===== src/hw/bcam_defs.svh =====
/* table geometry, register word offsets and control bit positions
   for the tiny BCAM */
`ifndef BCAM_DEFS_SVH
`define BCAM_DEFS_SVH

//////////////////////////////////////////////////////////////////////
// table geometry
//////////////////////////////////////////////////////////////////////

`define BCAM_DEPTH          32
`define BCAM_ID_W           5
`define BCAM_KEY_W          20
`define BCAM_VALUE_W        64

// register bus
`define BCAM_REG_W          32
`define BCAM_ADDR_W         6

//////////////////////////////////////////////////////////////////////
// register word offsets
//////////////////////////////////////////////////////////////////////

`define BCAM_REG_CTRL       0
`define BCAM_REG_ENTRY_ID   1
`define BCAM_REG_EMU_MODE   2
`define BCAM_REG_LOOKUP_CNT 3
`define BCAM_REG_HIT_CNT    4
`define BCAM_REG_MISS_CNT   5
// key at DATA0, mask slot at DATA0+1, value low/high at DATA0+2/+3
`define BCAM_REG_DATA0      16

// control word bits
`define BCAM_CTRL_RD        0
`define BCAM_CTRL_WR        1
`define BCAM_CTRL_RST       2
`define BCAM_CTRL_IN_USE    31

`endif

===== src/hw/bcam_pkg.sv =====
/* shared types: table entry, decoded control word and lookup result */
`include "bcam_defs.svh"

package bcam_pkg;

    // one table row
    typedef struct packed {
        logic                       in_use;
        logic [`BCAM_KEY_W-1:0]     key;
        logic [`BCAM_VALUE_W-1:0]   value;
    } bcam_entry_t;

    // control register layout, msb first
    typedef struct packed {
        logic                                           in_use;
        logic [`BCAM_CTRL_IN_USE-`BCAM_CTRL_RST-2:0]    rsvd;
        logic                                           rst;
        logic                                           wr;
        logic                                           rd;
    } bcam_ctrl_t;

    // match pipeline output
    typedef struct packed {
        logic                       hit;
        logic [`BCAM_ID_W-1:0]      id;
        logic [`BCAM_VALUE_W-1:0]   value;
    } bcam_result_t;

endpackage


===== src/hw/bcam_csr.sv =====
/* register decode, staging registers, table command pulses and
   registered read data */
`timescale 1ns/100ps
`include "bcam_defs.svh"

module bcam_csr (
    input  logic                        core_clk_ifc,
    input  logic                        reset,
    input  logic                        reg_wr,
    input  logic                        reg_rd,
    input  logic [`BCAM_ADDR_W-1:0]     reg_addr,
    input  logic [`BCAM_REG_W-1:0]      reg_wdata,
    output logic [`BCAM_REG_W-1:0]      reg_rdata,
    input  bcam_pkg::bcam_entry_t       rd_entry,
    input  logic                        clear_busy,
    input  logic [`BCAM_REG_W-1:0]      lookup_cnt,
    input  logic [`BCAM_REG_W-1:0]      hit_cnt,
    input  logic [`BCAM_REG_W-1:0]      miss_cnt,
    output logic                        rd_cmd,
    output logic                        wr_cmd,
    output logic                        clear_cmd,
    output logic [`BCAM_ID_W-1:0]       cmd_id,
    output bcam_pkg::bcam_entry_t       wr_entry
);
    import bcam_pkg::*;

    bcam_ctrl_t                 ctrl_in;
    bcam_ctrl_t                 ctrl_out;
    bcam_entry_t                stage;
    logic                       ctrl_wr;
    logic                       cmd_idle;
    logic                       rd_load;
    logic [`BCAM_ID_W-1:0]      entry_id;
    logic [`BCAM_REG_W-1:0]     emu_mode;
    logic [`BCAM_REG_W-1:0]     rdata_d;

    assign ctrl_in  = reg_wdata;
    assign ctrl_wr  = reg_wr && (reg_addr == `BCAM_ADDR_W'(`BCAM_REG_CTRL));
    // one command at a time
    assign cmd_idle = !rd_cmd && !wr_cmd;
    assign cmd_id   = entry_id;
    assign wr_entry = stage;

    //////////////////////////////////////////////////////////////////////
    // command pulses
    //////////////////////////////////////////////////////////////////////

    always_ff @(posedge core_clk_ifc) begin
        if (reset) begin
            rd_cmd    <= 1'b0;
            wr_cmd    <= 1'b0;
            clear_cmd <= 1'b0;
            rd_load   <= 1'b0;
        end else begin
            // write wins when both bits are set
            wr_cmd    <= ctrl_wr && ctrl_in.wr && cmd_idle;
            rd_cmd    <= ctrl_wr && ctrl_in.rd && !ctrl_in.wr && cmd_idle;
            clear_cmd <= ctrl_wr && ctrl_in.rst;
            // store output is valid one edge after rd_cmd
            rd_load   <= rd_cmd;
        end
    end

    //////////////////////////////////////////////////////////////////////
    // staging and scratch registers
    //////////////////////////////////////////////////////////////////////

    always_ff @(posedge core_clk_ifc) begin
        if (reset) begin
            entry_id <= '0;
            emu_mode <= '0;
        end else if (reg_wr) begin
            if (reg_addr == `BCAM_ADDR_W'(`BCAM_REG_ENTRY_ID))
                entry_id <= reg_wdata[`BCAM_ID_W-1:0];
            if (reg_addr == `BCAM_ADDR_W'(`BCAM_REG_EMU_MODE))
                emu_mode <= reg_wdata;
        end
    end

    always_ff @(posedge core_clk_ifc) begin
        if (reset) begin
            stage <= '0;
        end else if (rd_load) begin
            stage <= rd_entry;
        end else if (reg_wr) begin
            case (reg_addr)
                `BCAM_ADDR_W'(`BCAM_REG_CTRL):
                    stage.in_use <= ctrl_in.in_use;
                `BCAM_ADDR_W'(`BCAM_REG_DATA0):
                    stage.key <= reg_wdata[`BCAM_KEY_W-1:0];
                // mask slot at DATA0+1 is ignored
                `BCAM_ADDR_W'(`BCAM_REG_DATA0 + 2):
                    stage.value[`BCAM_REG_W-1:0] <= reg_wdata;
                `BCAM_ADDR_W'(`BCAM_REG_DATA0 + 3):
                    stage.value[`BCAM_VALUE_W-1:`BCAM_REG_W] <= reg_wdata;
                default: ;
            endcase
        end
    end

    //////////////////////////////////////////////////////////////////////
    // read data
    //////////////////////////////////////////////////////////////////////

    always_comb begin
        ctrl_out        = '0;
        ctrl_out.in_use = stage.in_use;
        ctrl_out.rsvd   = '0;
        // busy from the rst write until the sweep is done
        ctrl_out.rst    = clear_cmd || clear_busy;
        ctrl_out.wr     = wr_cmd;
        ctrl_out.rd     = rd_cmd;
    end

    always_comb begin
        case (reg_addr)
            `BCAM_ADDR_W'(`BCAM_REG_CTRL):       rdata_d = ctrl_out;
            `BCAM_ADDR_W'(`BCAM_REG_ENTRY_ID):   rdata_d = `BCAM_REG_W'(entry_id);
            `BCAM_ADDR_W'(`BCAM_REG_EMU_MODE):   rdata_d = emu_mode;
            `BCAM_ADDR_W'(`BCAM_REG_LOOKUP_CNT): rdata_d = lookup_cnt;
            `BCAM_ADDR_W'(`BCAM_REG_HIT_CNT):    rdata_d = hit_cnt;
            `BCAM_ADDR_W'(`BCAM_REG_MISS_CNT):   rdata_d = miss_cnt;
            `BCAM_ADDR_W'(`BCAM_REG_DATA0):      rdata_d = `BCAM_REG_W'(stage.key);
            `BCAM_ADDR_W'(`BCAM_REG_DATA0 + 2):
                rdata_d = stage.value[`BCAM_REG_W-1:0];
            `BCAM_ADDR_W'(`BCAM_REG_DATA0 + 3):
                rdata_d = stage.value[`BCAM_VALUE_W-1:`BCAM_REG_W];
            default:                             rdata_d = '0;
        endcase
    end

    // held until the next read strobe
    always_ff @(posedge core_clk_ifc) begin
        if (reset) begin
            reg_rdata <= '0;
        end else if (reg_rd) begin
            reg_rdata <= rdata_d;
        end
    end

endmodule


===== config.mk =====
export PLATFORM = sky130hd
export DESIGN_NAME = bcam_csr
export DESIGN_NICKNAME = d
export VERILOG_FILES = /design/src/hw/bcam_pkg.sv /design/src/hw/bcam_csr.sv
export VERILOG_INCLUDE_DIRS = /design/src /design/src/hw
export SDC_FILE = /design/constraint.sdc
export NUM_CORES = 1
export LEC_CHECK = 0
export BUFFER_PORTS_ARGS = -buffer_cell sky130_fd_sc_hd__buf_2
export CAP_MARGIN = 25
export CORE_AREA = 2 2 137 139
export DETAILED_ROUTE_END_ITERATION = 6
export DIE_AREA = 0 0 139 141
export GPL_TIMING_DRIVEN = 1
export PLACE_DENSITY = 0.75
export SYNTH_ARGS = -nofsm -noshare
export SYNTH_HDL_FRONTEND = slang
export SYNTH_SLANG_ARGS = --single-unit

===== constraint.sdc =====
create_clock -name core_clk_ifc -period 6.5 [get_ports core_clk_ifc]
set_input_delay 1.625 -clock core_clk_ifc [delete_from_list [all_inputs] [get_ports core_clk_ifc]]
set_output_delay 1.625 -clock core_clk_ifc [all_outputs]
set_load 0.05 [all_outputs]

==> flow_summary.yaml <==
timing:
  max_freq_ghz: 0.271
  worst_slack_ps: 2810
  rsz0062_at_grt: "no"
  timing.hold.ws_ps: 450
  hold_viol: 0
  max_slew.worst_pin.slew_ps: 976
  maxSlewViolCount: 0
  relSlewSlack: 0.349
  tns_ps: 0
  post-route-period-util: 0.568
  layout_min_cycle_time_ps: 3690
  setup_violations: 0
  fin_worst_skew_ps: 7.81
placed_design:
  portBuffers: 348
  place_area_sq_um: 9890
  dp_hpwl_microns: 20600
  dp_worst_setup_slack_ps: 2410
  gp_congestion: 0.885
routing:
  drt_iter0_drc: 462
  first_pass_iters: 5
  route.detailed.drc: 0
  wirelength_microns: 29500
  routedWlPerCell_microns: 20.7
  ant_nets: 0
  vias: 8006
  avgViaCountPerCell: 5.62
grt:
  antenna_found_initial: 3
  grt_util_met2: 0.525
  grt_pass1_wl_microns: 44300
  grt_max_degree: 72
  met1_usage: 0.340
  track_usage: 0.291
  use_met3: 0.0656
  top_usage_layer: "met2"
  overflow: 0
  grt_pass1_vias: 7861
worst_setup_path:
  r2r_cells: 3
  rrSetupSlack_ps: 4320
  max_stage_delay_ps: 880
  cp.depth: 6
  path_buf_inv: 1
  crit_arrival_ps: 3960
  startpoint_type: "input pin"
  crit_fanout: 32
  worst_path_dominant_cell_family: "simple AND/OR/NAND/NOR gates"
  crit_slowest_cell: "and3_2"
  worstSetupPathType: "in -> reg"
  end_kind: "register"
  cp_cell_sequence: "buf_2 > nor2b_1 > and3_2 > mux2_1 > mux2i_1 > nor2_1"
  required_ps: 6780
clock_tree:
  path_clk_slew_ps: 60
  clock_latency_ps: 430
  cts_buffers: 17
  cts_max_level: 4
  cts-resized-gates: 0
  root_buffer: "clkbuf_16"
  ctsLongestPathBuffers: 2
  clkSinkCount: 158
  cts_setup_buffers: 0
  cts_tree: "built"
  holdBufCountCts: 0
die:
  die-height_microns: 141
  die_w_microns: 139
  core_sq_um: 18300
  die-area_sq_um: 19600
  placementRows: 50
  initial_utilization: 0.439
  num_io_pins: 349
worst_hold_path:
  holdPathStages: 2
  min_path_type: "reg -> reg"
synthesis:
  synth_nets: 1087
  synth_area_sq_um: 8030
  ys_warn_count: 0
  yosysUniqueCellTypes: 44
  synthCells: 863
  ys_seq_elements: 158
  ys.flop_type: "dfxtp_1"
  synth_edf_count: 0
  syn_avg_cell_area_sq_um: 9.30
  synth_async_sr_flop_share: 0
  synth-seq-area-share: 0.394
power:
  max-vdd-ir-drop_uv: 174
  leakage_nw: 4.72
  power_density_nw_per_um2: 205
finish:
  nets: 1397
  syn_to_final_growth_pct: 30.8
  drive_gt1_frac: 0.376
  fill_cells: 1677
  layout_commonest_cell: "buf_2"
  finalInstanceArea_sq_um: 10500
  final_cell_mix: "buf_2, dfxtp_1, mux2i_1"
status:
  status: "finished, final reports clean"
run:
  maxCapViolations: 0
[final timing paths]
path,startpoint,endpoint
setup reg to reg,rd_load,wr_entry[82]
hold / removal,reg_rdata[25],reg_rdata[25]
hold reg to reg,reg_rdata[25],reg_rdata[25]
setup / recovery,reg_addr[1],wr_entry[22]
[cell type report]
type	instances	area, sq um	share of cell area
diodes	4	10.0	0.000953
clock buffers	20	447	0.0425
clock inverters	12	138	0.0131
inverters	4	15.0	0.00143
multi-input cells	630	4540	0.433
flip-flops and latches	158	3170	0.302
well taps	234	293	0.0279
repair buffers	362	1890	0.180
[report_power, final]
group          leakage (nW)  internal (mW)  total (mW)  switching (mW)
registers              1.27          0.971       0.974         0.00254
clock network         0.269          0.579        1.00           0.422
logic                  3.18         0.0749       0.178           0.103
[cells in the mapped netlist, drive strengths merged (4+ instances only)]
library cell    n  area share
dfxtp         158        0.39
mux2i         128        0.16
nand2         106       0.050
nor2          104       0.049
mux2           96        0.13
clkbuf         42       0.020
a21oi          38       0.024
buf            29       0.019
a22o           28       0.031
o21ai          19       0.012
a211oi         16       0.015
a22oi          16       0.015
a221oi         12       0.013
nand3          12      0.0075
o22ai          11      0.0086
o2bb2ai        10       0.011
and2            4      0.0031
inv             4      0.0019
[worst min-delay path: stages, from the launching register on]
cell,delay [ps]
dfxtp_1,320
nand2_1,40
o21ai_0,50
[layer usage]
layer,vias up,routed length [microns],share of wire
met3,42,2450,0.083
met2,381,15000,0.51
met1,3856,11500,0.39
li1,3727,-,-
met5,-,0,0
met4,0,658,0.022
[state kept, by name (all words and copies together) (netlist names)]
register   count
wr_cmd         1
rd_cmd         1
emu_mode      32
reg_rdata     32
clear_cmd      1
wr_entry      85
rd_load        1
cmd_id         5
[cell families (layout without fill, tap and decap cells)]
logic type | Yosys count | count (layout) | share of synthesized area
buffers and inverters | 75 | 398 | 0.0408
AO/OA/AOI/OAI | 159 | 159 | 0.138
other | 0 | 4 | 0
multiplexers | 225 | 225 | 0.297
AND/OR/NAND/NOR | 246 | 246 | 0.130
flip-flops | 158 | 158 | 0.394
[per-stage QoR]
stage,total power [mW],std cells,utilization
floorplan,1.07,863,-
global placement,1.17,1385,0.539
detailed placement,1.17,1387,0.541
CTS,2.16,1419,0.573
global route,2.22,1422,0.574
finish,2.15,1424,0.575
No activity file was read; power rests on OpenSTA's default activity.
